==> src/source/armCore_defs.svh <==
`ifndef ARMCORE_DEFS_SVH
`define ARMCORE_DEFS_SVH

// Word and register file geometry
`define DATA_WIDTH 32
`define REG_ADDR_WIDTH 4

// Unified RAM depth in words
`define MEM_WORDS 64

// R15 is the program counter
`define PC_REG 15

`endif

==> src/source/unifiedMemory.sv <==
`default_nettype none
`include "armCore_defs.svh"

module unifiedMemory (
  input  wire                    clk,
  input  wire                    we,
  input  wire [`DATA_WIDTH-1:0]  adr,
  input  wire [`DATA_WIDTH-1:0]  wd,
  input  wire                    loadEn,
  input  wire [`DATA_WIDTH-1:0]  loadAdr,
  input  wire [`DATA_WIDTH-1:0]  loadData,
  output logic [`DATA_WIDTH-1:0] rd
);

  localparam int idxWidth = $clog2(`MEM_WORDS);

  logic [`DATA_WIDTH-1:0] mem [0:`MEM_WORDS-1];
  logic [idxWidth-1:0]    coreIdx;
  logic [idxWidth-1:0]    loadIdx;

  // Byte addresses, word aligned
  assign coreIdx = adr[idxWidth+1:2];
  assign loadIdx = loadAdr[idxWidth+1:2];

  assign rd = mem[coreIdx]; // Asynchronous read

  always_ff @(posedge clk) begin
    if (loadEn)  mem[loadIdx] <= loadData; // Loader has priority
    else if (we) mem[coreIdx] <= wd;
  end

endmodule

`default_nettype wire

==> config.mk <==
export PLATFORM = sky130hd
export DESIGN_NAME = unifiedMemory
export DESIGN_NICKNAME = d
export VERILOG_FILES = /design/src/source/unifiedMemory.sv
export VERILOG_INCLUDE_DIRS = /design/src /design/src/source
export SDC_FILE = /design/constraint.sdc
export NUM_CORES = 2
export LEC_CHECK = 0
export BUFFER_PORTS_ARGS = -buffer_cell sky130_fd_sc_hd__buf_2
export CORE_UTILIZATION = 35
export CTS_CLUSTER_DIAMETER = 50
export CTS_CLUSTER_SIZE = 10
export DETAILED_ROUTE_END_ITERATION = 8
export GPL_ROUTABILITY_DRIVEN = 0
export GPL_TIMING_DRIVEN = 0
export SYNTH_ARGS = -nofsm -noshare
export SYNTH_HDL_FRONTEND = slang
export SYNTH_SLANG_ARGS = --single-unit
==> constraint.sdc <==
create_clock -name clk -period 4.28 [get_ports clk]
set_input_delay 0.214 -clock clk [delete_from_list [all_inputs] [get_ports clk]]
set_output_delay 0.214 -clock clk [all_outputs]
set_load 0.05 [all_outputs]
## Yosys cells after proc, flatten, opt, wreduce, memory -nomap -nowiden

Memories as Yosys holds them, arrays and structs flattened.
Cells that the tools add are included.

- Register bits after elaboration: 0
- Latch bits: 0
- Memory bits (writable): 2048
- Bits in read-only memories: 0
- Bits of input ports: 131
- Word-level logic and storage cells: 10
- Memories: 1

- Add/subtract/negate cells: 0
- Multiply operators: 0
- Divide/modulo/power cells: 0
- $lt $le $gt $ge: 0
- Equal/unequal tests: 0
- Shift operators: 0
- Mux-type cells: 8
- Bitwise operators: 0
- Reductions and logical operators: 1

Memories:

| name | depth | bits a word | rd ports | clocked after Yosys merged registers in | write ports | RTL line | RTL |
|---|---|---|---|---|---|---|---|
| mem | 64 | 32 | 1 | 0 | 1 | unifiedMemory.sv:17 | `` logic [`DATA_WIDTH-1:0] mem [0:`MEM_WORDS-1]; `` |

Operator list:

| operator | number |
|---|---|
| $mux 32 | 1 |
| $reduce_or 32->1 | 1 |
| $mux 1 | 6 |
| $mux 6 | 1 |

## Logic depth before layout (Yosys ltp)

- Word-level depth: 5
- Mapped depth: 9
- Gate-level depth less buffers: 4

## Worst setup path before layout

Ideal clock, no wire load.

- Path type: input -> register
- Start point: input adr[2]
- End point: memory mem[20][0] (netlist name), enable pin
- Setup time: 0.421 ns
- Arrival: 3.045 ns
- Data required time: 3.859 ns
- Slack: 0.813 ns
- Stages: 8
- Path buffers: 4
- Cells stage by stage: buf_2 -> buf_6 -> buf_6 -> buf_2 -> or4b_1 -> o31ai_1 -> nand2_1 -> nor2_1

- Longest elaborated chain between the ends: 1

Ends and longest elaborated chain:

| item | RTL line | RTL |
|---|---|---|
| start: declaration | unifiedMemory.sv:7 | `` input wire [`DATA_WIDTH-1:0] adr, `` |
| $mux 6 (no source line) | -- |  |
| end: declaration | unifiedMemory.sv:17 |  |

Every way passes these cells.

## Worst setup path in the final report

- Start point: input adr[4]
- End point: output rd[28]

- Longest elaborated chain between the ends: 1

Ends and longest elaborated chain:

| item | RTL line | RTL |
|---|---|---|
| $mem_v2 64x32 | -- |  |
| end: declaration | unifiedMemory.sv:12 | `` output logic [`DATA_WIDTH-1:0] rd `` |

Every way passes these cells.

==> run metrics <==
die height=475 µm; Layout area overhead=16.5%; total number of vias=39,986; Post-Route Setup TNS=-0.284 ns; total placed instance area=84,800 µm²; IO Pins=163; slowest CP cell=buf_1; largest area contributor in the netlist=edfxtp_1; Remaining DRCs=0; Leakage Power=28.0 nW; Warnings, synthesis=0; # port buffers=106; DRT iter0 DRCs=5,918; first-pass iteration count of the detailed router=6; TritonCTS clock tree=built; worst endpoint required time=4.07 ns; synth top area cells=edfxtp_1 (79%), mux4_2 (15%), a22oi_1 (1.2%), mux2i_1 (0.90%), o221ai_1 (0.62%); worst hold slack=-0.00740 ns; Avg WL per Cell=35.8 µm; CP peak stage delay=0.92 ns; Synth async-reset ratio=0%; Unique masters post-synth=38; die area=225,000 µm²; drt total wl=243 mm; top-count cell post-synth=edfxtp_1; max reg flops=2,048; Arrival @ worst endpoint=4.15 ns; final setup fails=5; Max-Cap Viols=0; worst vdd ir=486 µV; Seq/Total Area, Yosys=78.6%; Crit Path Class=input pin to output port; Power Dens Cells=469 nW/µm²; die width=475 µm; largest registers=mem (2048); Post-Syn Area per Cell=23.4 µm²; most frequent CP cell=buf_2; Nets=3,903; critical-path cell list=buf_2, buf_2, buf_2, buf_1, mux4_2, o221ai_1, a21oi_1, o211a_1, buf_2; largest net degree at the start of global routing=65; antenna viol nets, final=0; Final Hold Viols=10; Synth top area share=78.6%; violated checks=negative hold slack, negative setup slack; CP Capture Type=output port; Fmax=229 MHz; Synth Net Count=3,480; Mapped Cells=3,349; antenna violations before repair=22; hold path startpoint=loadData[29]; Post CTS Setup Buffer Count=0; synthesized area=78,200 µm²; worst slew pin tran=1.49 ns; worst rel slew slack=0.679%; unrepaired setup endpoints after global routing=false; Post-synth EDFFs=2,048; CP Launch Type=input pin; Total Routing Usage GR=21.5%; top post-synthesis cells by count=edfxtp_1 (2,048), mux4_2 (512), a22oi_1 (126); root buf cell=clkbuf_16; Site Rows=173; DP HPWL=160 mm; Slew Viols, Final=0; H-tree depth=4; Remaining Overflow, GRT=0; Clock transition at path regs=0.05 ns; # clock sinks=2,048; outcome=complete, but fails checks; CTS Buffer Depth=3; crit path max fanout=10; Num CTS Buffers=230; Seq cells post-synth=2,048; launch point of the worst path=adr[4]; layout cells sized above 1=30.7%; vias in the first global route=39,260; Final WS setup=-0.0802 ns; period utilisation layout=102%; Most flops, register=mem; Initial Util=35.2%; drt via density=5.88; core area=222,000 µm²; Main synth FF type=edfxtp_1; Hold Crit Class=input pin to flip-flop; first-pass GRT wire length=330 mm; Pwr Total=42.7 mW; FILL cells=19,233; Finished Cell Area=91,100 µm²; Final Critical Period=4.36 ns
==> power by group <==
group	total [mW]	internal, mW	switching, mW
combinational	2.99	0.872	2.12
sequential	22.6	22.5	0.0516
clock	17.2	9.59	7.59
total	42.7	33.0	9.76
==> stage by stage <==
stage / std cells / utilization [%] / setup slack, ns
after global routing: 6786 / 41.0 / 0.0194
after CTS: 6780 / 41.0 / 0.00946
final: 6796 / 41.0 / -0.0802
after floorplan: 3349 / - / 0.813
after detailed placement: 6512 / 38.2 / -0.261
after global placement: 6430 / 37.1 / -2.60
==> worst max-delay path, delay by kind of cell <==
family,cells,cell delay [ns]
AO/OA/AOI/OAI,3,1.29
buffers and inverters,5,2.16
multiplexers,1,0.45
==> per-layer routing <==
| layer | wire length (µm) | global-route usage [%] | vias up |
|---|---|---|---|
| met3 | 23200 | 4.91 | 460 |
| met2 | 116000 | 34.3 | 2408 |
| met1 | 92500 | 28.1 | 21867 |
| li1 | - | - | 15245 |
| met4 | 11700 | 9.77 | 6 |
| met5 | 68 | 0 | - |
==> what timing repair did <==
| action | CTS | global route |
|---|---|---|
| resized for setup | 9 | 5 |
| endpoints found under the setup margin | 19 | 4 |
| pin swaps | 0 | 0 |
| endpoints found under the hold margin | 16 | 0 |
| hold buffers | 2 | 0 |
==> path summary, 6_finish.rpt <==
path          end  slack [ns]  cells past startpoint
max        rd[28]       -0.08                      9
min   mem[27][29]      -0.007                      2
==> kinds of logic (layout without fill, tap and decap cells) <==
logic type             after synthesis  count (layout)  share of synthesized area [%]
AO/OA/AOI/OAI                      297             297                           2.82
buffers and inverters              189             646                           1.14
flip-flops                        2048            2048                           78.6
multiplexers                       622             622                           16.2
other                                0              15                              0
AND/OR/NAND/NOR                    193             193                           1.19
==> final cells by class <==
type,instances,area (µm²),share of cell area (%)
diodes,15,37.5,0.0412
plain buffers,187,902,0.990
clock buffers,240,5860,6.43
clock inverters,26,318,0.349
inverters,2,7.51,0.00824
multi-input cells,1112,16400,18.0
flip-flops and latches,2048,61500,67.5
well taps,2975,3720,4.09
repair buffers,191,2350,2.58
==> placed cells by master, fill, tap and decap left out, types with 26 or more instances in the layout <==
master	n
nand3_1	60
o221ai_1	55
mux4_2	512
a22oi_1	126
o211a_1	26
buf_12	65
buf_2	171
clkbuf_16	233
nor2_4	64
clkbuf_1	81
edfxtp_1	2048
a21oi_1	59
mux2i_1	70
Power figures use the tool's default switching activity.
