<file path="config.mk">
export PLATFORM = sky130hd
export DESIGN_NAME = mainFsm
export DESIGN_NICKNAME = d
export VERILOG_FILES = /design/src/source/armCore_defs.svh /design/src/source/armPkg.sv /design/src/source/mainFsm.sv
export SDC_FILE = /design/constraint.sdc
export NUM_CORES = 1
export LEC_CHECK = 0
export BUFFER_PORTS_ARGS = -buffer_cell sky130_fd_sc_hd__buf_2
export CAP_MARGIN = 40
export CORE_AREA = 3 3 40 42
export CTS_CLUSTER_SIZE = 10
export DETAILED_ROUTE_END_ITERATION = 12
export DIE_AREA = 0 0 43 45
export GPL_ROUTABILITY_DRIVEN = 0
export HOLD_SLACK_MARGIN = 0.05
export PLACE_DENSITY = 0.72
export SYNTH_ARGS = -nofsm -noshare
export SYNTH_HDL_FRONTEND = slang
export SYNTH_SLANG_ARGS = --single-unit
export TNS_END_PERCENT = 1
</file>
<file path="constraint.sdc">
create_clock -name clk -period 1.24 [get_ports clk]
set_input_delay 0.062 -clock clk [delete_from_list [all_inputs] [get_ports clk]]
set_output_delay 0.062 -clock clk [all_outputs]
set_load 0.005 [all_outputs]
</file>
<file path="src/source/armCore_defs.svh">
`ifndef ARMCORE_DEFS_SVH
`define ARMCORE_DEFS_SVH

// Word and register file geometry
`define DATA_WIDTH 32
`define REG_ADDR_WIDTH 4

// Unified RAM depth in words
`define MEM_WORDS 64

// R15 is the program counter
`define PC_REG 15

`endif

</file>
<file path="src/source/armPkg.sv">
`default_nettype none

package armPkg;

  // ALU operations understood by the datapath
  typedef enum logic [3:0] {
    aluAdd = 4'd0,
    aluSub = 4'd1,
    aluAnd = 4'd2,
    aluOrr = 4'd3,
    aluEor = 4'd4,
    aluMul = 4'd5,
    aluMov = 4'd6,
    aluMvn = 4'd7
  } aluOp_t;

  typedef struct packed {
    logic neg;
    logic zero;
    logic carry;
    logic overflow;
  } flags_t;

  // Field overlay of an instruction word, MUL layout for the low bits
  typedef struct packed {
    logic [3:0] cond;
    logic [1:0] op;
    logic [5:0] funct; // I, cmd, S
    logic [3:0] rn;
    logic [3:0] rd;
    logic [3:0] rs;
    logic [3:0] mop;
    logic [3:0] rm;
  } instr_t;

  // Per-state control word from the main FSM
  typedef struct packed {
    logic       nextPc;
    logic       branch;
    logic       regW;
    logic       memW;
    logic       irWrite;
    logic       adrSrc;
    logic       aluOp;
    logic [1:0] resultSrc;
    logic [1:0] aluSrcA;
    logic [1:0] aluSrcB;
  } fsmCtrl_t;

  // Everything the datapath needs in one word
  typedef struct packed {
    logic       pcWrite;
    logic       regWrite;
    logic       irWrite;
    logic       adrSrc;
    logic       mulSrc;
    logic [1:0] regSrc;
    logic [1:0] immSrc;
    logic [1:0] resultSrc;
    logic [1:0] aluSrcA;
    logic [1:0] aluSrcB;
    aluOp_t     aluControl;
  } dpCtrl_t;

endpackage

`default_nettype wire

</file>
<file path="src/source/mainFsm.sv">
`default_nettype none

module mainFsm (
  input  wire                   clk,
  input  wire                   reset,
  input  wire armPkg::instr_t   instr,
  output armPkg::fsmCtrl_t      ctrl
);
  import armPkg::*;

  typedef enum logic [3:0] {
    fetch,
    decode,
    memAdr,
    memRd,
    memWb,
    memWr,
    executeR,
    executeI,
    aluWb,
    branch,
    unknown
  } state_t;

  state_t state;
  state_t nextState;

  always_ff @(posedge clk or posedge reset) begin
    if (reset) state <= fetch;
    else       state <= nextState;
  end

  ////////////////////
  // Next state
  always_comb begin
    nextState = fetch;
    case (state)
      fetch:  nextState = decode;
      decode: begin
        case (instr.op)
          2'b00:   nextState = instr.funct[5] ? executeI : executeR;
          2'b01:   nextState = memAdr;
          2'b10:   nextState = branch;
          default: nextState = unknown;
        endcase
      end
      memAdr:   nextState = instr.funct[0] ? memRd : memWr; // L bit
      memRd:    nextState = memWb;
      executeR: nextState = aluWb;
      executeI: nextState = aluWb;
      default:  nextState = fetch; // memWb, memWr, aluWb, branch, unknown
    endcase
  end

  ////////////////////
  // Control word per state
  always_comb begin
    ctrl = '0;
    case (state)
      fetch: begin
        ctrl.irWrite   = 1'b1;
        ctrl.nextPc    = 1'b1;
        ctrl.aluSrcA   = 2'b01; // PC
        ctrl.aluSrcB   = 2'b10; // Constant 4
        ctrl.resultSrc = 2'b10;
      end
      decode: begin
        // PC+4 again so R15 reads as PC+8
        ctrl.aluSrcA   = 2'b01;
        ctrl.aluSrcB   = 2'b10;
        ctrl.resultSrc = 2'b10;
      end
      memAdr:   ctrl.aluSrcB = 2'b01; // Base plus offset
      memRd:    ctrl.adrSrc = 1'b1;
      memWb: begin
        ctrl.resultSrc = 2'b01; // Loaded word
        ctrl.regW      = 1'b1;
      end
      memWr: begin
        ctrl.adrSrc = 1'b1;
        ctrl.memW   = 1'b1;
      end
      executeR: ctrl.aluOp = 1'b1;
      executeI: begin
        ctrl.aluOp   = 1'b1;
        ctrl.aluSrcB = 2'b01;
      end
      aluWb:    ctrl.regW = 1'b1;
      branch: begin
        ctrl.branch    = 1'b1;
        ctrl.aluSrcB   = 2'b01;
        ctrl.resultSrc = 2'b10; // Target straight from the ALU
      end
      default: ctrl = '0;
    endcase
  end

endmodule

`default_nettype wire

</file>
After elaboration in Yosys (flattened, before gate mapping)
Index checks and enable logic that the tools add are counted.

storage, ports and cells
  register bits after elaboration = 4
  latch bits = 0
  memory bits (writable) = 0
  bits in read-only memories = 0
  output and inout port bits = 13
  memories = 0

cells by class
  $add $sub $neg = 0
  multiply operators = 0
  divide/modulo/power cells = 0
  magnitude comparators = 0
  equality and inequality tests = 11
  shift-type cells = 0
  mux-type cells = 13
  bitwise logic cells = 0
  reductions and logical operators = 8

operators with widths
  cell                                                 count
  case mux 4 bit (5 select lines)                      1
  equality test 4 x 3 -> 1 bit, second input constant  4
  case mux 4 bit (3 select lines)                      1
  equality test 4 x 2 -> 1 bit, second input constant  2
  equality test 4 bit, second input constant           2
  two-way mux 1 bit                                    8
  case mux 2 bit (2 select lines)                      2
  OR reduction 2 bit                                   4
  OR reduction 3 bit                                   2
  equality test 4 x 1 -> 1 bit, second input constant  1
  zero test 4 bit                                      1
  two-way mux 3 bit                                    1
  equality test 2 x 1 -> 1 bit, second input constant  1
  equality test 2 bit, second input constant           1
  zero test 2 bit                                      1

Depth between registers and ports, before layout
  depth in word-level cells = 3
  gate-level depth with buffers = 4
  depth with buffers taken out = 3

Worst setup path before layout
OpenSTA, ideal clock, no wires.

  path kind = register -> output
  from = register state[2]
  to = output ctrl[12] (netlist bit)
  arrival = 1159 ps
  data required time = 1178 ps
  slack = 19 ps
  cell stages (with the launch flop) = 5
  buffers on the path = 2
  cells stage by stage = dfrtp_1 > or2_1 > buf_6 > nor3_1 > buf_4

RTL lines
  item                    line           text
  from (decl)             mainFsm.sv:25  state_t state;
  from (signal assigned)  mainFsm.sv:29  if (reset) state <= fetch;
  from (signal assigned)  mainFsm.sv:30  else state <= nextState;
  to (decl)               mainFsm.sv:7   output armPkg::fsmCtrl_t ctrl

==> flow_summary.ini <==
[status]
status = finished with violations
violations = negative setup slack

[clock_tree]
clock_sinks = 4
clockBufferDepth = 2
cts_tree = built
cts_root_buffer = clkbuf_4
cts.htree.levels = 1
cts_made_buffers = 3
clock_latency_ns = 0.23
path_clk_slew_ns = 0.04

[sta]
fin_crit_ns = 1.328
fin_setup_tns_ns = -0.2424
hold_viol_final = 0
rsz0062_at_grt = yes
fin_crit_sh = 1.071
fmax_mhz = 753.0
slew_violations = 0
skew_ns = 0.002418
final-setup-viol-count = 5
worst_slack_ns = -0.08808
holdWs_ns = 0.09660

[worst_setup_path]
end_kind = primary output
startpoint = state[3]
r2r_start = state[3]
start_kind = flop
worstPathArrival_ns = 1.27
worstPathRequired_ns = 1.18
critPathKind = reg2out
cp_max_fo = 6

[synth]
syn-cell-area_um2 = 346.6
synth_ff_type = dfrtp_1
synth_warnings = 0
syn_avg_cell_area_um2 = 7.877
ys_types = 23
yosys_register_bits = 4
synth_edf_count = 0
synth_fp_nets = 78
async_flop_share = 1.000
synth_cells = 44
ys_seq_area_frac = 0.2888

[finish]
largest_reg_flops = 4
seqCellArea_um2 = 103.9
largestRegisters = state: 4 flops
areaGrowthSynthToFinish_pct = 46.57
num_antenna_cells = 0
multi_input_area_um2 = 203.9
final_cell_area_um2 = 508.0
top_register = state
final_cells = 81
fillCellCount = 139
fin_nets = 102
utilization = 0.3953
drive_gt1_frac = 0.5606

[global_route]
grt_pass1_vias = 337
grtUsageTotal = 0.09357
grt_pass1_wl_um = 1331
antenna_found_initial = 0
grt_max_degree = 13
grt-ovfl-total = 0

[place]
placed_cell_area_um2 = 420.4
place_inst = 73
port_buffers = 17

[job]
max_cap_violations = 0

[power_and_ir_drop]
p_leak_nw = 0.2592
p_int_w = 0.0007630
p_sw_w = 0.0005161
worst_ir_drop_vdd_mv = 0.8081
clock_power_share = 0.122
comb_power_share = 0.648
power_density_nw_per_um2 = 2518
switching_share = 0.4035
p_seq_frac = 0.230

[min_path]
min-delay-start = instr[20]
hp-class = in2reg

[drt]
vias_per_cell = 4.506
routedWlPerCell_um = 10.23
drt_iter0_drc = 4
drt_pass1_iterations = 3
route.detailed.drc = 0
routed_wl_um = 829
num_vias = 365
antenna_left = 0

[floorplan]
dieArea_um2 = 1935
die_y_um = 45
start_util = 0.2697
coreArea_um2 = 1285
num_rows = 13
die_w_um = 43
io-pin-count = 47
## cell usage in the layout (no fill, tap or decap), types with 3 or more instances in the layout
master and n:
inv_1 4, buf_4 5, a21oi_1 3, clkbuf_4 3, nor2_1 5, buf_2 17
dfrtp_2 3
## what timing repair did
action,4_1_cts,5_1_grt
hold endpoints to repair,4,0
pin swaps,2,0
endpoints found under the setup margin,9,9
gates resized for setup,7,1
hold buffers,1,0
setup buffers,0,4
## per-layer routing
layer	part of all wire	GRT usage
met2	0.57	0.1707
met4	0	0.05422
met1	0.38	0.09732
met3	0.052	0.02390
met5	0	0
## stage by stage
| stage | total power (W) | setup WS, ns |
|---|---|---|
| 3_3_place_gp | 0.0009409 | 0.08352 |
| 4_1_cts | 0.001206 | -0.1085 |
| 2_1_floorplan | 0.0007859 | 0.01894 |
| 5_1_grt | 0.001420 | -0.1689 |
| 6_report | 0.001279 | -0.08808 |
| 3_5_place_dp | 0.0009599 | 0.05304 |
## power groups by stage
stage          registers, W  logic [W]  clock network [W]
2_1_floorplan      0.000236   0.000550                  0
3_3_place_gp       0.000285   0.000656                  0
3_5_place_dp       0.000288   0.000671                  0
4_1_cts            0.000306   0.000740           0.000160
5_1_grt            0.000308   0.000929           0.000182
6_report           0.000295   0.000829           0.000156
## worst max-delay path, stage by stage, from the launching register on
cell and delay [ns]:
dfrtp_2 0.43, or2_4 0.29, nor3_2 0.11, a211o_1 0.11, buf_2 0.10
## synthesized netlist by cell type, types with 2 or more instances
cell type	count	share of area
nor2_1	6	0.065
dfrtp_1	4	0.29
inv_1	4	0.043
a21oi_1	3	0.043
buf_4	3	0.065
nor3_1	3	0.043
a211oi_1	2	0.043
buf_6	2	0.065
nand2b_1	2	0.036
o21ai_0	2	0.029
## kinds of logic (layout without fill, tap and decap cells)
| family | count (synthesis) | count (layout) | share of synthesized area |
|---|---|---|---|
| XOR/XNOR | 1 | 1 | 0.02528 |
| other | 1 | 1 | 0.01082 |
| flip-flops | 4 | 4 | 0.2888 |
| AO/OA/AOI/OAI | 10 | 10 | 0.1877 |
| buffers and inverters | 9 | 31 | 0.1733 |
| AND/OR/NAND/NOR | 19 | 19 | 0.3141 |
## layout make-up
type,count,share of cell area
Clock buffer,3,0.04433
Timing Repair Buffer,24,0.2833
Tap cell,15,0.03695
Inverter,4,0.02956
Sequential cell,4,0.2044
Multi-Input combinational cell,31,0.4015
## worst paths after layout
path	end	slack, ns	cells past startpoint
max in group asynchronous	state[0]	0.81	3
min in group asynchronous	state[3]	0.26	3
setup / recovery	ctrl[0]	-0.09	4
hold reg to reg	state[3]	0.48	1
setup reg to reg	state[1]	0.16	3
hold / removal	state[2]	0.1	3
Note: power is estimated with default switching activity, not from simulation.
