## config.mk

```make
export PLATFORM = sky130hd
export DESIGN_NAME = datapath
export DESIGN_NICKNAME = d
export VERILOG_FILES = /design/src/source/armPkg.sv /design/src/source/alu.sv /design/src/source/datapath.sv
export VERILOG_INCLUDE_DIRS = /design/src /design/src/source
export SDC_FILE = /design/constraint.sdc
export NUM_CORES = 2
export LEC_CHECK = 0
export ABC_CLOCK_PERIOD_IN_PS = 11000
export BUFFER_PORTS_ARGS = -buffer_cell sky130_fd_sc_hd__buf_2
export CORE_MARGIN = 5
export CORE_UTILIZATION = 50
export DETAILED_ROUTE_END_ITERATION = 7
export PLACE_DENSITY = 0.72
export SYNTH_ARGS = -nofsm -noshare
export SYNTH_HDL_FRONTEND = slang
export SYNTH_SLANG_ARGS = --single-unit
```

## constraint.sdc

```tcl
create_clock -name clk -period 11 [get_ports clk]
set_clock_uncertainty 0.1 [all_clocks]
set_input_delay 0.55 -clock clk [delete_from_list [all_inputs] [get_ports clk]]
set_output_delay 0.55 -clock clk [all_outputs]
set_load 0.03 [all_outputs]
```

## src/source/armCore_defs.svh

```systemverilog
`ifndef ARMCORE_DEFS_SVH
`define ARMCORE_DEFS_SVH

// Word and register file geometry
`define DATA_WIDTH 32
`define REG_ADDR_WIDTH 4

// Unified RAM depth in words
`define MEM_WORDS 64

// R15 is the program counter
`define PC_REG 15

`endif

```

## src/source/armPkg.sv

```systemverilog
`default_nettype none

package armPkg;

  // ALU operations understood by the datapath
  typedef enum logic [3:0] {
    aluAdd = 4'd0,
    aluSub = 4'd1,
    aluAnd = 4'd2,
    aluOrr = 4'd3,
    aluEor = 4'd4,
    aluMul = 4'd5,
    aluMov = 4'd6,
    aluMvn = 4'd7
  } aluOp_t;

  typedef struct packed {
    logic neg;
    logic zero;
    logic carry;
    logic overflow;
  } flags_t;

  // Field overlay of an instruction word, MUL layout for the low bits
  typedef struct packed {
    logic [3:0] cond;
    logic [1:0] op;
    logic [5:0] funct; // I, cmd, S
    logic [3:0] rn;
    logic [3:0] rd;
    logic [3:0] rs;
    logic [3:0] mop;
    logic [3:0] rm;
  } instr_t;

  // Per-state control word from the main FSM
  typedef struct packed {
    logic       nextPc;
    logic       branch;
    logic       regW;
    logic       memW;
    logic       irWrite;
    logic       adrSrc;
    logic       aluOp;
    logic [1:0] resultSrc;
    logic [1:0] aluSrcA;
    logic [1:0] aluSrcB;
  } fsmCtrl_t;

  // Everything the datapath needs in one word
  typedef struct packed {
    logic       pcWrite;
    logic       regWrite;
    logic       irWrite;
    logic       adrSrc;
    logic       mulSrc;
    logic [1:0] regSrc;
    logic [1:0] immSrc;
    logic [1:0] resultSrc;
    logic [1:0] aluSrcA;
    logic [1:0] aluSrcB;
    aluOp_t     aluControl;
  } dpCtrl_t;

endpackage

`default_nettype wire

```

## src/source/alu.sv

```systemverilog
`default_nettype none
`include "armCore_defs.svh"

module alu (
  input  wire [`DATA_WIDTH-1:0]  a,
  input  wire [`DATA_WIDTH-1:0]  b,
  input  wire armPkg::aluOp_t    op,
  output logic [`DATA_WIDTH-1:0] result,
  output armPkg::flags_t         flags
);
  import armPkg::*;

  logic                   isSub;
  logic [`DATA_WIDTH-1:0] bIn;
  logic [`DATA_WIDTH:0]   sum; // Extra bit is the carry out

  assign isSub = (op == aluSub);
  assign bIn   = isSub ? ~b : b;
  assign sum   = {1'b0, a} + {1'b0, bIn} + {{`DATA_WIDTH{1'b0}}, isSub};

  always_comb begin
    case (op)
      aluAnd:  result = a & b;
      aluOrr:  result = a | b;
      aluEor:  result = a ^ b;
      aluMul:  result = a * b; // Low word of the product
      aluMov:  result = b;
      aluMvn:  result = ~b;
      default: result = sum[`DATA_WIDTH-1:0];
    endcase
  end

  assign flags = '{
    neg:      result[`DATA_WIDTH-1],
    zero:     (result == '0),
    carry:    sum[`DATA_WIDTH],
    overflow: ~(a[`DATA_WIDTH-1] ^ b[`DATA_WIDTH-1] ^ isSub) &
              (a[`DATA_WIDTH-1] ^ sum[`DATA_WIDTH-1])
  };

endmodule

`default_nettype wire

```

## src/source/datapath.sv

```systemverilog
`default_nettype none
`include "armCore_defs.svh"

module datapath (
  input  wire                     clk,
  input  wire                     reset,
  input  wire armPkg::dpCtrl_t    ctrl,
  input  wire [`DATA_WIDTH-1:0]   readData,
  output logic [`DATA_WIDTH-1:0]  adr,
  output logic [`DATA_WIDTH-1:0]  writeData,
  output armPkg::instr_t          instr,
  output armPkg::flags_t          aluFlags
);
  import armPkg::*;

  localparam logic [`REG_ADDR_WIDTH-1:0] pcIdx = `REG_ADDR_WIDTH'(`PC_REG);

  logic [`DATA_WIDTH-1:0]     pc;
  logic [`DATA_WIDTH-1:0]     data;
  logic [`DATA_WIDTH-1:0]     aReg;
  logic [`DATA_WIDTH-1:0]     aluOut;
  logic [`DATA_WIDTH-1:0]     aluResult;
  logic [`DATA_WIDTH-1:0]     result;
  logic [`DATA_WIDTH-1:0]     srcA;
  logic [`DATA_WIDTH-1:0]     srcB;
  logic [`DATA_WIDTH-1:0]     extImm;
  logic [`DATA_WIDTH-1:0]     rd1;
  logic [`DATA_WIDTH-1:0]     rd2;
  logic [2*`DATA_WIDTH-1:0]   rotPair;
  logic [`REG_ADDR_WIDTH-1:0] ra1;
  logic [`REG_ADDR_WIDTH-1:0] ra2;
  logic [`REG_ADDR_WIDTH-1:0] wa;
  logic [`DATA_WIDTH-1:0]     regs [0:`PC_REG-1]; // R0..R14

  ////////////////////
  // PC and instruction
  always_ff @(posedge clk or posedge reset) begin
    if (reset) begin
      pc    <= '0;
      instr <= '0;
    end else begin
      if (ctrl.pcWrite) pc <= result;
      if (ctrl.irWrite) instr <= readData;
    end
  end

  assign adr = ctrl.adrSrc ? result : pc;

  // Stage registers load every cycle
  always_ff @(posedge clk) begin
    data      <= readData;
    aReg      <= rd1;
    writeData <= rd2;
    aluOut    <= aluResult;
  end

  ////////////////////
  // Register file
  assign ra1 = ctrl.regSrc[0] ? pcIdx : (ctrl.mulSrc ? instr.rm : instr.rn);
  assign ra2 = ctrl.regSrc[1] ? instr.rd : (ctrl.mulSrc ? instr.rs : instr.rm);
  assign wa  = ctrl.mulSrc ? instr.rn : instr.rd;

  always_ff @(posedge clk) begin
    if (ctrl.regWrite && wa != pcIdx) regs[wa] <= result;
  end

  // R15 returns the live result that holds PC+8 in decode
  assign rd1 = (ra1 == pcIdx) ? result : regs[ra1];
  assign rd2 = (ra2 == pcIdx) ? result : regs[ra2];

  ////////////////////
  // Immediate extend
  always_comb begin
    rotPair = {2{24'b0, instr[7:0]}} >> {instr[11:8], 1'b0};
    case (ctrl.immSrc)
      2'b00:   extImm = rotPair[`DATA_WIDTH-1:0];        // Rotated imm8
      2'b01:   extImm = {20'b0, instr[11:0]};            // LDR/STR offset
      default: extImm = {{6{instr[23]}}, instr[23:0], 2'b00}; // Branch
    endcase
  end

  always_comb begin
    case (ctrl.aluSrcA)
      2'b01:   srcA = pc;
      default: srcA = aReg;
    endcase
    case (ctrl.aluSrcB)
      2'b01:   srcB = extImm;
      2'b10:   srcB = `DATA_WIDTH'(4);
      default: srcB = writeData;
    endcase
  end

  alu aluInst (
    .a      (srcA),
    .b      (srcB),
    .op     (ctrl.aluControl),
    .result (aluResult),
    .flags  (aluFlags)
  );

  always_comb begin
    case (ctrl.resultSrc)
      2'b01:   result = data;
      2'b10:   result = aluResult;
      default: result = aluOut;
    endcase
  end

endmodule

`default_nettype wire

```

* Word level (Yosys, flattened, before mapping) *
Memories as Yosys holds them, arrays and structs flattened.
Index checks and enable logic that the tools add are counted.

word-level totals
  register bits after elaboration = 192
  output and inout bits = 100
  memories kept = 1
  RAM bits = 480
  logic and storage cells = 62
  input bits = 53

memory list
  name  words  width  read ports  clocked after memory_dff  write ports  line            RTL
  regs  15     32     2           0                         1            datapath.sv:33  logic [`DATA_WIDTH-1:0] regs [0:`PC_REG-1];

cells by class
  reductions and logical operators = 3
  shift-type cells = 1
  add/sub/neg operators = 2
  equality and inequality tests = 16
  multiply operators = 1
  multiplexer cells = 16
  bitwise gates (word level) = 9

operators by type and width
  operator                                             count
  case mux 32 bit (2 select lines)                     3
  case mux 32 bit (6 select lines)                     1
  2-to-1 mux 32 bit                                    5
  >> shifter 40 x 5 -> 32 bit                          1
  adder 32 x 32 -> 33 bit                              1
  adder 33 x 1 -> 33 bit                               1
  bitwise AND 32 bit                                   1
  zero test 32 bit                                     1
  multiplier 32 x 32 -> 32 bit                         1
  inverter 32 bit                                      1
  bitwise OR 32 bit                                    1
  bitwise XOR 32 bit                                   1
  2-to-1 mux 4 bit                                     5
  equality test 4 x 3 -> 1 bit, second input constant  4
  equality test 2 x 1 -> 1 bit, second input constant  4
  equality test 4 x 2 -> 1 bit, second input constant  2
  equality test 4 bit, second input constant           2
  equality test 2 bit, second input constant           2
  equality test 4 x 1 -> 1 bit, second input constant  1
  inequality test 4 bit, second input constant         1
  bitwise XOR 1 bit                                    3
  zero test 2 bit                                      1
  2-to-1 mux 1 bit                                     2
  bitwise AND 1 bit                                    1
  other kinds (2)                                      2

* Logic depth before layout (Yosys ltp) *
  depth after elaboration = 10
  gate-level depth with buffers = 42
  mapped depth without buffers = 37

* Modules after synthesis *
A second synthesis with hierarchy kept.

second synthesis, totals
  cell total of the unflattened synthesis = 5,089
  area total of the unflattened synthesis = 50,671.1 um2

modules (own cells, without submodules)
  module    cells each  seq. area each (um2)  area an instance (um2)  instances
  datapath  2,635       18,577.8              30,782.0                1
  alu       2,454       0.0                   19,889.1                1

* Least setup slack after synthesis *
OpenSTA, ideal clock, no wires.

  path kind = input to output
  start point = input port ctrl[6] (netlist name)
  end point = output port adr[31]
  stages on the path = 35
  data arrival time = 9.460 ns
  data required time = 10.350 ns
  buffers on the path = 5
  path slack = 0.890 ns
  path through = nor2b_1 -> buf_2 -> buf_2 -> buf_2 -> buf_2 -> mux2_2 -> inv_1 -> clkbuf_1 -> nor2_1 -> fa_1 -> fa_1 -> fa_1 -> inv_1 -> fa_1 -> inv_1 -> fa_1 -> inv_1 -> fa_1 -> inv_1 -> fa_1 -> fa_1 -> ha_1 -> nand4_1 -> nor2_1 -> nand3b_1 -> a21oi_1 -> o21ai_0 -> o21ai_0 -> nand3_1 -> a32oi_1 -> xnor2_1 -> a32o_1 -> a221oi_1 -> a21oi_1 -> mux2_2

on the way
  cells in the longest elaborated chain, start to end = 7
  elaborated cells between the ends (all ways) = 11
  those cells by class = 2 x add/sub; 1 x mul; 1 x eq/ne; 4 x mux; 3 x bitwise

RTL lines
  element                                                                               line             RTL
  start: declaration                                                                    datapath.sv:7    input wire armPkg::dpCtrl_t ctrl,
  equality test 2 x 1 -> 1 bit *                                                        datapath.sv:83   case (ctrl.aluSrcA)
  2-to-1 mux 32 bit *                                                                   datapath.sv:83
  parallel branches: the longest is 2 deep, another holds multiplier 32 x 32 -> 32 bit  --
  case mux 32 bit (6 select lines) *                                                    alu.sv:22        case (op)
  named net aluInst.result[31]                                                          alu.sv:8         output logic [`DATA_WIDTH-1:0] result,
  case mux 32 bit (2 select lines) *                                                    datapath.sv:103  case (ctrl.resultSrc)
  named net result[31]                                                                  datapath.sv:23   logic [`DATA_WIDTH-1:0] result;
  2-to-1 mux 32 bit *                                                                   datapath.sv:47   assign adr = ctrl.adrSrc ? result : pc;
  end: declaration                                                                      datapath.sv:9    output logic [`DATA_WIDTH-1:0] adr,

Mark *: on every way through the listed nets, which the timed path passes.

==> metrics <==
most common cell in the netlist=nor2_1; asr flop ratio synth=9.52%; # rows=116; DRC=0; vias per cell=6.34; total gr overflow=0; port bufs=152; CTS sink cnt=672; synth cell count leaders=nor2_1 (534), edfxtp_1 (480), inv_1 (449), fa_1 (409), nand2_1 (363); DP Wirelength=126000 um; minimum hold slack=0.0159 ns; antenna violations before repair=15; WL per Instance=28.5 um; status=finished clean; kind of critical path=flip-flop to primary output; post-synthesis area per instance=11.2 sq um; Worst EP arrival=10.15 ns; area occupied by multi-input gates=29300 sq um; final estimated routing congestion in global placement=1.05; kind of end point of the critical path=primary output; CP startpoint kind=flip-flop; CTS Root Cell=clkbuf_16; DIE WIDTH=327 um; sequential cell area=18600 sq um; mux cell area share after synthesis=13.6%; synth warn=0; Initial Util=50.2%; max_slew headroom=9.41%; Total GRT Usage=32.1%; first-pass GRT wire length=257000 um; clock tree from TritonCTS=done; H-Tree Depth=2; main combinational cell family by area after synthesis=adder cells; Layout fillers=8226; type of the most critical hold path=primary input to flip-flop; Skew-Pair Late Insertion Delay=0.62 ns; Vias=38980; CTS clk-pin slew, worst paths=0.06 ns; initial drt markers=4676; final non-filler cell area=57200 sq um; Period minus WS final=10.80 ns; Primary FF master, synth=edfxtp_1; DP Area=54100 sq um; TritonCTS buffer count=59; Post-Synth XOR/XNOR Area=2.44%; Area Growth Syn to Fin=14.0%; Synth Instances=4492; share of the synthesized area in the top cell type=28.7%; maximum number of pins on one net before global-route repair=99; Least-Margin Pin Slew=1.35 ns; Die Height=327 um; Final nets=5472; cell repeated most along the worst path=fa_1; vias in the first global route=39574; Seq cells post-synth=672; Slowest-stage cell, CP=fa_1; worst-path fanout max=10; CORE AREA=99900 sq um; Cell variety after synth=97; Max Cap Viol=0; drt first pass iters=8; mapped cell area=50200 sq um; Synth Area in Simple Gates=9.00%; Final Hold Fails=0; CP required=10.35 ns; period utilization=98.2%; Routed WL=175000 um; post-synthesis compound-gate area fraction=10.3%; share of cells above drive strength 1=21.2%; full die area=107000 sq um; post-synthesis adder-cell area fraction=21.9%; Max Clk Rate=92.6 MHz; Post-synth EDFFs=480; Slew Viols, Final=0; final setup violation count=0; Mapped Nets=5176; leading area contributor after synthesis=edfxtp_1; Final ANT Viol Nets=0; worst-case clock buffer depth=3; I/O pin total=153; ranking of synthesized cells by area=edfxtp_1 (29%), fa_1 (16%), mux4_2 (7.2%); register area share after synthesis=37.0%; max incr delay on CP=0.54 ns
==> timing repair <==
| action | in CTS | in global routing |
|---|---|---|
| setup buffers | 4 | 30 |
| gates cloned | 0 | 1 |
| endpoints found under the setup margin | 5 | 14 |
| hold endpoints to repair | 35 | 0 |
| hold buffers | 24 | 0 |
| gates resized for setup | 22 | 80 |
| pin swaps | 2 | 20 |
==> layer usage <==
layer,track usage [%],vias to the layer above,wire length [um]
met2,51.4,2654,79900
met3,7.82,595,20900
li1,-,16304,-
met4,16.8,12,11700
met5,0,-,83
met1,40.8,19415,62500
==> cell usage in the layout (no fill, tap or decap), types with 72 or more instances in the layout <==
cell / count
a211oi_1: 72
a21oi_1: 194
buf_2: 152
buf_4: 324
dfxtp_1: 128
edfxtp_1: 480
fa_1: 404
ha_1: 218
inv_1: 446
mux2_2: 123
mux2i_1: 174
mux4_2: 161
nand2_1: 361
nor2_1: 515
o21ai_0: 107
xnor2_1: 94
==> critical path, delay by kind of cell, from the launching register on <==
family | cells | cell delay, ns
compound gates | 6 | 0.94
xor+xnor | 1 | 0.32
fa+ha+maj | 10 | 3.82
buf+inv | 10 | 1.34
flops | 1 | 0.46
mux | 1 | 0.40
simple gates | 8 | 2.24
==> final cells by class <==
class,instances,share of cell area (%)
Clock inverter,35,0.589
Clock buffer,77,3.09
Sequential cell,672,32.5
Inverter,468,3.10
Antenna cell,8,0.0350
Tap cell,1298,2.84
Timing Repair Buffer,518,6.56
Multi-Input combinational cell,3069,51.3
==> path summary, 6_finish.rpt <==
check	cells after the start	slack [ns]	from	to
max in group asynchronous	4	9.30	reset	instr[1]
min in group asynchronous	3	0.32	reset	instr[27]
max reg2reg	38	1.33	instr[9]	aReg[26]
min reg2reg	1	0.40	instr[24]	instr[24]
min	1	0.02	readData[6]	data[6]
max	36	0.20	instr[8]	aluFlags[2]
==> per-stage QoR <==
| step | worst slack [ns] | setup TNS (ns) | util, % | std cells |
|---|---|---|---|---|
| after global routing | -0.0302 | -0.0491 | 57.2 | 6139 |
| after detailed placement | 0.110 | 0 | 54.2 | 5966 |
| after global placement | 0.0764 | 0 | 54.2 | 5966 |
| final | 0.202 | 0 | 57.3 | 6145 |
| after floorplan | 0.890 | 0 | - | 4492 |
| after CTS | 0.0198 | 0 | 56.6 | 6106 |
==> flip-flops by register name, indices dropped and copies added (netlist names) <==
register	flops
regs	480
instr	32
aReg	32
data	32
writeData	32
aluOut	32
pc	32
==> cells by family after synthesis <==
group / after synthesis
AOI/OAI and AO/OA: 767
xor gates and xnor gates: 132
adders and majority gates: 631
buffers and inverters: 751
DFF: 672
muxes: 464
and+or+nand+nor: 1075
Power is not shown: default switching activity piles up to over one toggle a cycle in this logic, so the estimate is an artifact.
