**config.mk**
```make
export PLATFORM = sky130hd
export DESIGN_NAME = condLogic
export DESIGN_NICKNAME = d
export VERILOG_FILES = /design/src/source/armCore_defs.svh /design/src/source/armPkg.sv /design/src/source/condLogic.sv
export SDC_FILE = /design/constraint.sdc
export NUM_CORES = 1
export LEC_CHECK = 0
export BUFFER_PORTS_ARGS = -buffer_cell sky130_fd_sc_hd__buf_2
export CORE_AREA = 3 3 40 42
export CTS_BUF_LIST = sky130_fd_sc_hd__clkbuf_4
export CTS_CLUSTER_SIZE = 28
export DETAILED_ROUTE_END_ITERATION = 10
export DIE_AREA = 0 0 43 45
export GPL_TIMING_DRIVEN = 0
export HOLD_SLACK_MARGIN = 0.05
export PLACE_DENSITY = 0.67
export SKIP_CTS_REPAIR_TIMING = 1
export SYNTH_ARGS = -nofsm -noshare
export SYNTH_HDL_FRONTEND = slang
export SYNTH_SLANG_ARGS = --single-unit
```
**constraint.sdc**
```tcl
create_clock -name clk -period 1.65 [get_ports clk]
set_clock_uncertainty 0.1 [all_clocks]
set_input_delay 0.4125 -clock clk [delete_from_list [all_inputs] [get_ports clk]]
set_output_delay 0.4125 -clock clk [all_outputs]
set_load 0.02 [all_outputs]
```
**src/source/armCore_defs.svh**
```systemverilog
`ifndef ARMCORE_DEFS_SVH
`define ARMCORE_DEFS_SVH

// Word and register file geometry
`define DATA_WIDTH 32
`define REG_ADDR_WIDTH 4

// Unified RAM depth in words
`define MEM_WORDS 64

// R15 is the program counter
`define PC_REG 15

`endif

```
**src/source/armPkg.sv**
```systemverilog
`default_nettype none

package armPkg;

  // ALU operations understood by the datapath
  typedef enum logic [3:0] {
    aluAdd = 4'd0,
    aluSub = 4'd1,
    aluAnd = 4'd2,
    aluOrr = 4'd3,
    aluEor = 4'd4,
    aluMul = 4'd5,
    aluMov = 4'd6,
    aluMvn = 4'd7
  } aluOp_t;

  typedef struct packed {
    logic neg;
    logic zero;
    logic carry;
    logic overflow;
  } flags_t;

  // Field overlay of an instruction word, MUL layout for the low bits
  typedef struct packed {
    logic [3:0] cond;
    logic [1:0] op;
    logic [5:0] funct; // I, cmd, S
    logic [3:0] rn;
    logic [3:0] rd;
    logic [3:0] rs;
    logic [3:0] mop;
    logic [3:0] rm;
  } instr_t;

  // Per-state control word from the main FSM
  typedef struct packed {
    logic       nextPc;
    logic       branch;
    logic       regW;
    logic       memW;
    logic       irWrite;
    logic       adrSrc;
    logic       aluOp;
    logic [1:0] resultSrc;
    logic [1:0] aluSrcA;
    logic [1:0] aluSrcB;
  } fsmCtrl_t;

  // Everything the datapath needs in one word
  typedef struct packed {
    logic       pcWrite;
    logic       regWrite;
    logic       irWrite;
    logic       adrSrc;
    logic       mulSrc;
    logic [1:0] regSrc;
    logic [1:0] immSrc;
    logic [1:0] resultSrc;
    logic [1:0] aluSrcA;
    logic [1:0] aluSrcB;
    aluOp_t     aluControl;
  } dpCtrl_t;

endpackage

`default_nettype wire

```
**src/source/condLogic.sv**
```systemverilog
`default_nettype none

module condLogic (
  input  wire                 clk,
  input  wire                 reset,
  input  wire [3:0]           cond,
  input  wire armPkg::flags_t aluFlags,
  input  wire [1:0]           flagW,
  input  wire                 pcs,
  input  wire                 nextPc,
  input  wire                 regW,
  input  wire                 memW,
  output logic                pcWrite,
  output logic                regWrite,
  output logic                memWrite
);
  import armPkg::*;

  flags_t     flags;
  logic [1:0] flagWrite;
  logic       condEx;
  logic       condExReg; // Decision held for the write states
  logic       ge;

  assign flagWrite = flagW & {2{condEx}};

  always_ff @(posedge clk or posedge reset) begin
    if (reset) begin
      flags     <= '0;
      condExReg <= 1'b0;
    end else begin
      if (flagWrite[1]) {flags.neg, flags.zero} <= {aluFlags.neg, aluFlags.zero};
      if (flagWrite[0]) {flags.carry, flags.overflow} <= {aluFlags.carry, aluFlags.overflow};
      condExReg <= condEx;
    end
  end

  ////////////////////
  // Condition check
  assign ge = (flags.neg == flags.overflow);

  always_comb begin
    case (cond)
      4'b0000: condEx = flags.zero;                 // EQ
      4'b0001: condEx = ~flags.zero;                // NE
      4'b0010: condEx = flags.carry;                // CS
      4'b0011: condEx = ~flags.carry;               // CC
      4'b0100: condEx = flags.neg;                  // MI
      4'b0101: condEx = ~flags.neg;                 // PL
      4'b0110: condEx = flags.overflow;             // VS
      4'b0111: condEx = ~flags.overflow;            // VC
      4'b1000: condEx = flags.carry & ~flags.zero;  // HI
      4'b1001: condEx = ~flags.carry | flags.zero;  // LS
      4'b1010: condEx = ge;
      4'b1011: condEx = ~ge;                        // LT
      4'b1100: condEx = ~flags.zero & ge;           // GT
      4'b1101: condEx = flags.zero | ~ge;           // LE
      4'b1110: condEx = 1'b1;                       // AL
      default: condEx = 1'b0;
    endcase
  end

  assign regWrite = regW & condExReg;
  assign memWrite = memW & condExReg;
  assign pcWrite  = (pcs & condExReg) | nextPc;

endmodule

`default_nettype wire

```
* Word level (Yosys, flattened, before mapping)
Cells that the tools add are included.
Storage, ports and cells: memories kept 0, input bits 16, flip-flop bits (word level) 5, output and inout bits 3, bits in writable memories 0, ROM bits 0, latch bits 0, word-level logic and storage cells 36
Operators by class: shift operators 0, $mul 0, mux-type cells 1, div/mod/pow operators 0, add/sub/neg operators 0, equality and inequality tests 15, bitwise logic cells 14, magnitude comparators 0, reduce and logical (&&, ||, !) cells 1
Operators by type and width (count):
- 4-bit == test (second input constant) | 7
- 4-bit by 3-bit == test with 1-bit output (second input constant) | 4
- 1-bit one-hot mux with 15 select lines | 1
- 4-bit by 2-bit == test with 1-bit output (second input constant) | 2
- 1-bit bitwise AND | 5
- 1-bit NOT | 5
- 4-bit by 1-bit == test with 1-bit output (second input constant) | 1
- 4-bit zero test | 1
- 1-bit OR | 3
- 2-bit bitwise AND | 1
- 1-bit == test | 1

* Logic depth before layout (Yosys ltp)
Gate-level depths: netlist of run 1.
depth after elaboration 5, depth in mapped cells 6

* Least setup slack after synthesis of run 1
Ideal clock, no wire load.
kind in2reg, start in cond[0], end reg flags[0] (netlist bit), data arrival time 1.779 ns, library setup time 0.128 ns, setup slack -0.356 ns, required time 1.422 ns, cell stages on the path 5, cell sequence buf_2 > or4b_1 > a311oi_2 > o31ai_1 > mux2_1
Between the ends: word-level cells in the longest chain between the ends 3
Ends and longest elaborated chain:
- start: declaration | line condLogic.sv:6 | input wire [3:0] cond,
- 4-bit == test (tied with other cells) | line condLogic.sv:43 | case (cond)
- 1-bit one-hot mux with 15 select lines (*) | line condLogic.sv:43
- 2-bit bitwise AND (*) | line condLogic.sv:25 | assign flagWrite = flagW & {2{condEx}};
- end: declaration | line condLogic.sv:19 | flags_t flags;
Mark *: on every way between the ends. The rest lies on a longest branch, timed or not. A chain may end at the register's enable or synchronous reset.

* Worst setup path after layout of run 1
start in cond[2], end reg flags[0] (netlist bit)
Same word-level chain as after synthesis.

==> results.py, run 1 <==
metrics = {
    "power": {
        "ir_drop_uv": 613,
        "total_power_uw": 952,
        "power_density_nw_per_um2": 1270,
        "p_leak_uw": 0.000328,
    },
    "synth": {
        "ys.flop_type": "dfrtp_1",
        "yosys_warnings": 0,
        "async_reset_ff_frac": 1.00,
        "seq_area_frac_synth": 0.298,
        "syn_area_um2": 420,
        "ys_types": 29,
        "ys_seq_elements": 5,
        "synth_edf_count": 0,
        "synth_fp_nets": 58,
        "postSynthCellCount": 42,
        "syn_area_per_cell_um2": 10.0,
    },
    "final_layout": {
        "syn_to_final_growth_pct": 78.0,
        "seqCellArea_um2": 126,
        "fin_nets": 87,
        "drive_gt1_frac": 0.671,
        "fill_cells": 102,
        "finalNonFillerCells": 85,
        "final_cell_mix": "15 x buf_2, 6 x buf_4, 4 x clkbuf_4, 4 x dfrtp_1, 3 x buf_8",
        "multi_input_area_um2": 387,
        "antenna_cells": 0,
        "final_common_cell": "buf_2",
    },
    "sta": {
        "tightest_slew_ps": 399,
        "post-route-min-period_ps": 2050,
        "rsz0062_at_grt": "yes",
        "setup_viol": 5,
        "final_max_slew_viol_count": 0,
        "period_share": 1.24,
        "final.hold.worst_slack_ps": 297,
        "finalSetupTns_ps": -1710,
        "fmax_mhz": 489,
        "slew_headroom": 0.734,
        "hold_viol_final": 0,
        "layout_setup_ws_ps": -396,
    },
    "clock_tree": {
        "cts_root_buf": "clkbuf_4",
        "cts_inserted_buffers": 3,
        "clk_latency_ps": 250,
        "clock_sinks": 5,
        "cts_tree": "done",
        "clk_pin_slew_ps": 50,
        "max-clock-path-buffers": 2,
        "h-tree-depth": 1,
    },
    "route": {
        "route.detailed.drc": 0,
        "vias": 433,
        "drtAntennaViolNets": 0,
        "wire_per_inst_um": 13.2,
        "first_pass_iters": 2,
        "wl_mm": 1.13,
        "viasPerCell": 5.09,
        "drt_iter0_drc": 2,
    },
    "placement": {
        "placed_cells": 74,
        "portBuffers": 17,
        "hpwl_um": 716,
        "gp_congestion": 0.638,
    },
    "die": {
        "dieArea_um2": 1940,
        "start_util": 0.327,
        "fp.dieH_um": 45,
        "die_w_um": 43,
        "num_rows": 13,
        "coreArea_um2": 1280,
        "io_pins": 19,
    },
    "job": {
        "maxCapViolCount": 0,
    },
    "critical_path": {
        "worst_ep_arrival_time_ps": 2070,
        "start_kind": "primary input",
        "required_ps": 1670,
        "crit_type": "in -> reg",
        "critPathCaptureType": "flip-flop",
        "critPathMaxFanout": 5,
    },
    "outcome": {
        "status": "finished with violations",
        "violations": "setup timing",
    },
    "global_routing": {
        "grt_max_degree": 11,
        "grt_pass1_vias": 387,
        "antenna_found_initial": 0,
        "grt_pass1_wl_mm": 1.64,
        "grt_usage": 0.115,
        "globalRouteOverflowTotal": 0,
    },
    "hold_path": {
        "holdCritPathClass": "in -> reg",
    },
}
-- synth_stat cells, types with 2 or more instances --
library cell,instances,area (µm²)
xnor2_1,2,17.5
o31ai_1,2,15.0
or4b_1,2,20.0
dfrtp_1,5,125
nand3_1,2,10.0
mux2_1,2,22.5
and2_1,2,12.5
xor2_1,2,17.5
mux2_2,2,22.5
inv_1,2,7.51
-- per-layer routing --
layer,global-route usage,share of wire
met3,0.0518,0.079
met5,0,0
met2,0.186,0.49
met4,0.0542,0.0036
met1,0.132,0.42
-- sequential cells by signal, indices dropped and copies added, names as in the netlist --
signal / count
condExReg: 1
flags: 4
-- worst max-delay path: stages --
cell and delay (ps):
buf_8 100, and2_4 150, or4b_4 540, a311oi_4 450, o31ai_4 100, mux2_4 310
-- where the power goes --
part / internal, µW / leakage [µW] / switching [µW] / total [µW]
combinational: 310 / 0.000252 / 220 / 530
clock: 108 / 0.0000184 / 53.8 / 162
sequential: 188 / 0.0000579 / 71.0 / 260
-- kinds of logic after synthesis --
logic type / Yosys count / synth area share
AOI/OAI and AO/OA: 10 / 0.205
buffers and inverters: 4 / 0.0387
muxes: 4 / 0.107
xor gates and xnor gates: 4 / 0.0833
and+or+nand+nor: 15 / 0.268
DFF: 5 / 0.298
-- path summary, 6_finish.rpt --
kind                                      start                   end  slack (ps)  cells after the start
min                                 aluFlags[2]  flags[2]$_DFFE_PP0P_         300                      2
max in group asynchronous                 reset  flags[3]$_DFFE_PP0P_         760                      3
min in group asynchronous                 reset  flags[2]$_DFFE_PP0P_         500                      3
min reg2reg                flags[2]$_DFFE_PP0P_  flags[2]$_DFFE_PP0P_         470                      1
max                                     cond[2]  flags[0]$_DFFE_PP0P_        -400                      6
max reg2reg                flags[2]$_DFFE_PP0P_  flags[0]$_DFFE_PP0P_        -360                      6
-- stage by stage --
stage | setup WS (ps) | area [µm²] | utilization
floorplan | -349 | 435 | -
global placement | -564 | 539 | 0.420
detailed placement | -600 | 539 | 0.420
CTS | -399 | 569 | 0.443
global route | -435 | 748 | 0.582
finish | -396 | 748 | 0.582
-- area by class of cell --
class / instances / share of cell area
tap: 15 / 0.0251
inverter: 3 / 0.0151
buffer: 1 / 0.0201
multi-input combinational: 33 / 0.517
sequential: 5 / 0.169
clock buffer: 4 / 0.0401
timing repair buffer: 24 / 0.214
Power figures use the tool's default switching activity.
==> run 2, diff against run 1 <==
--- a/config.mk
+++ b/config.mk
@@ -6,14 +6,14 @@
 export NUM_CORES = 1
 export LEC_CHECK = 0
 export BUFFER_PORTS_ARGS = -buffer_cell sky130_fd_sc_hd__buf_2
-export CORE_AREA = 3 3 40 42
+export CORE_MARGIN = 3
+export CORE_UTILIZATION = 31
 export CTS_BUF_LIST = sky130_fd_sc_hd__clkbuf_4
 export CTS_CLUSTER_SIZE = 28
 export DETAILED_ROUTE_END_ITERATION = 10
-export DIE_AREA = 0 0 43 45
 export GPL_TIMING_DRIVEN = 0
 export HOLD_SLACK_MARGIN = 0.05
-export PLACE_DENSITY = 0.67
+export PLACE_DENSITY = 0.66
 export SKIP_CTS_REPAIR_TIMING = 1
 export SYNTH_ARGS = -nofsm -noshare
 export SYNTH_HDL_FRONTEND = slang
==> results.py, run 2 (same netlist as run 1, synthesis figures left out) <==
metrics = {
    "hold_path": {
        "holdPathStages": 2,
        "hp-start": "aluFlags[0]",
        "holdCritPathClass": "in -> reg",
    },
    "sta": {
        "period_share": 1.25,
        "final_max_slew_viol_count": 0,
        "tightest_slew_ps": 486,
        "slew_headroom": 0.676,
        "fmax_mhz": 485,
        "hold_viol_final": 0,
        "layout_setup_ws_ps": -414,
        "rsz0062_at_grt": "yes",
        "post-route-min-period_ps": 2060,
        "setup_viol": 5,
    },
    "critical_path": {
        "reg2reg_depth": 4,
        "crit_path_start": "cond[2]",
        "crit_type": "in -> reg",
        "critPathCaptureType": "flip-flop",
        "required_ps": 1670,
        "critPathMaxFanout": 5,
        "worst_ep_arrival_time_ps": 2080,
        "rr_startpoint": "flags[2]$_DFFE_PP0P_",
        "start_kind": "primary input",
    },
    "clock_tree": {
        "h-tree-depth": 1,
        "cts_root_buf": "clkbuf_4",
        "clock_sinks": 5,
        "clk_latency_ps": 240,
        "max-clock-path-buffers": 2,
        "cts_tree": "done",
        "cts_inserted_buffers": 3,
        "clk_pin_slew_ps": 40,
    },
    "power": {
        "intPower_uw": 581,
        "combPwrFrac": 0.529,
        "p_leak_uw": 0.000311,
        "p_clk_frac": 0.173,
        "pwr-share-seq": 0.298,
        "ir_drop_uv": 647,
        "total_power_uw": 907,
        "power_density_nw_per_um2": 1290,
        "power.switching_uw": 326,
        "swShare": 0.359,
    },
    "final_layout": {
        "final_common_cell": "buf_2",
        "reg.largest.list": "flags (4), condExReg (1)",
        "fin_nets": 85,
        "antenna_cells": 0,
        "finalNonFillerCells": 82,
        "final_cell_mix": "15 x buf_2, 4 x clkbuf_4, 4 x dfrtp_1, 4 x buf_4",
        "fill_cells": 102,
        "drive_gt1_frac": 0.662,
        "largest_reg_flops": 4,
        "syn_to_final_growth_pct": 66.7,
        "largest_register": "flags",
        "final_util": 0.591,
    },
    "route": {
        "drtAntennaViolNets": 0,
        "viasPerCell": 4.99,
        "first_pass_iters": 2,
        "route.detailed.drc": 0,
        "drt_iter0_drc": 7,
        "vias": 409,
        "wl_mm": 1.05,
        "wire_per_inst_um": 12.8,
    },
    "job": {
        "maxCapViolCount": 0,
    },
    "die": {
        "io_pins": 19,
        "fp.dieH_um": 42.8,
        "die_w_um": 42.8,
        "coreArea_um2": 1190,
        "dieArea_um2": 1830,
        "start_util": 0.354,
        "num_rows": 12,
    },
    "global_routing": {
        "grt_pass1_wl_mm": 1.48,
        "grt_max_degree": 11,
        "globalRouteOverflowTotal": 0,
        "grt_usage": 0.108,
        "antenna_found_initial": 0,
        "grt_pass1_vias": 358,
    },
    "placement": {
        "portBuffers": 17,
        "gp_congestion": 0.770,
        "hpwl_um": 706,
        "placed_cells": 73,
    },
    "outcome": {
        "status": "finished with violations",
        "violations": "setup timing",
    },
}
==> run 2: cell type report <==
cell class,count,area [µm²],area share
repair buffers,22,141,0.202
multi-input cells,33,359,0.512
well taps,14,17.5,0.0250
plain buffers,1,15.0,0.0214
inverters,3,11.3,0.0161
flip-flops and latches,5,126,0.180
clock buffers,4,30.0,0.0429
==> run 2: layer usage <==
metal	up-vias	GRT usage	part of all wire
met2	10	0.153	0.47
met5	-	0	0
met3	2	0.0254	0.052
met4	0	0.0745	0.0086
li1	211	-	-
met1	186	0.142	0.47
==> run 2: worst paths after layout <==
path / end / slack (ps)
setup / recovery: flags[3]$_DFFE_PP0P_ / -410
hold / removal: flags[0]$_DFFE_PP0P_ / 310
setup reg to reg: flags[3]$_DFFE_PP0P_ / -370
hold reg to reg: flags[1]$_DFFE_PP0P_ / 480
max in group asynchronous: flags[3]$_DFFE_PP0P_ / 760
min in group asynchronous: condExReg$_DFF_PP0_ / 500
==> run 2: power groups by stage <==
stage	logic (µW)	registers [µW]	clock network, µW
floorplan	266	238	0
global placement	326	260	0
detailed placement	329	261	0
CTS	330	259	165
global route	513	283	174
finish	480	270	156
==> run 2: critical path, stage by stage <==
cell      delay [ps]
buf_8            100
and2_4           150
or4b_4           540
a311oi_4         450
o31ai_4          110
mux2_4           310
==> run 2: per-stage QoR <==
step           setup slack (ps)  TNS (ps)  hold slack (ps)  instance area (µm²)
6_report                   -414     -1800              309                  701
2_1_floorplan              -349     -1260             91.0                  435
3_3_place_gp               -603     -2430              214                  538
4_1_cts                    -375     -1410            -45.7                  568
5_1_grt                    -443     -1940              304                  701
3_5_place_dp               -614     -2490              217                  538
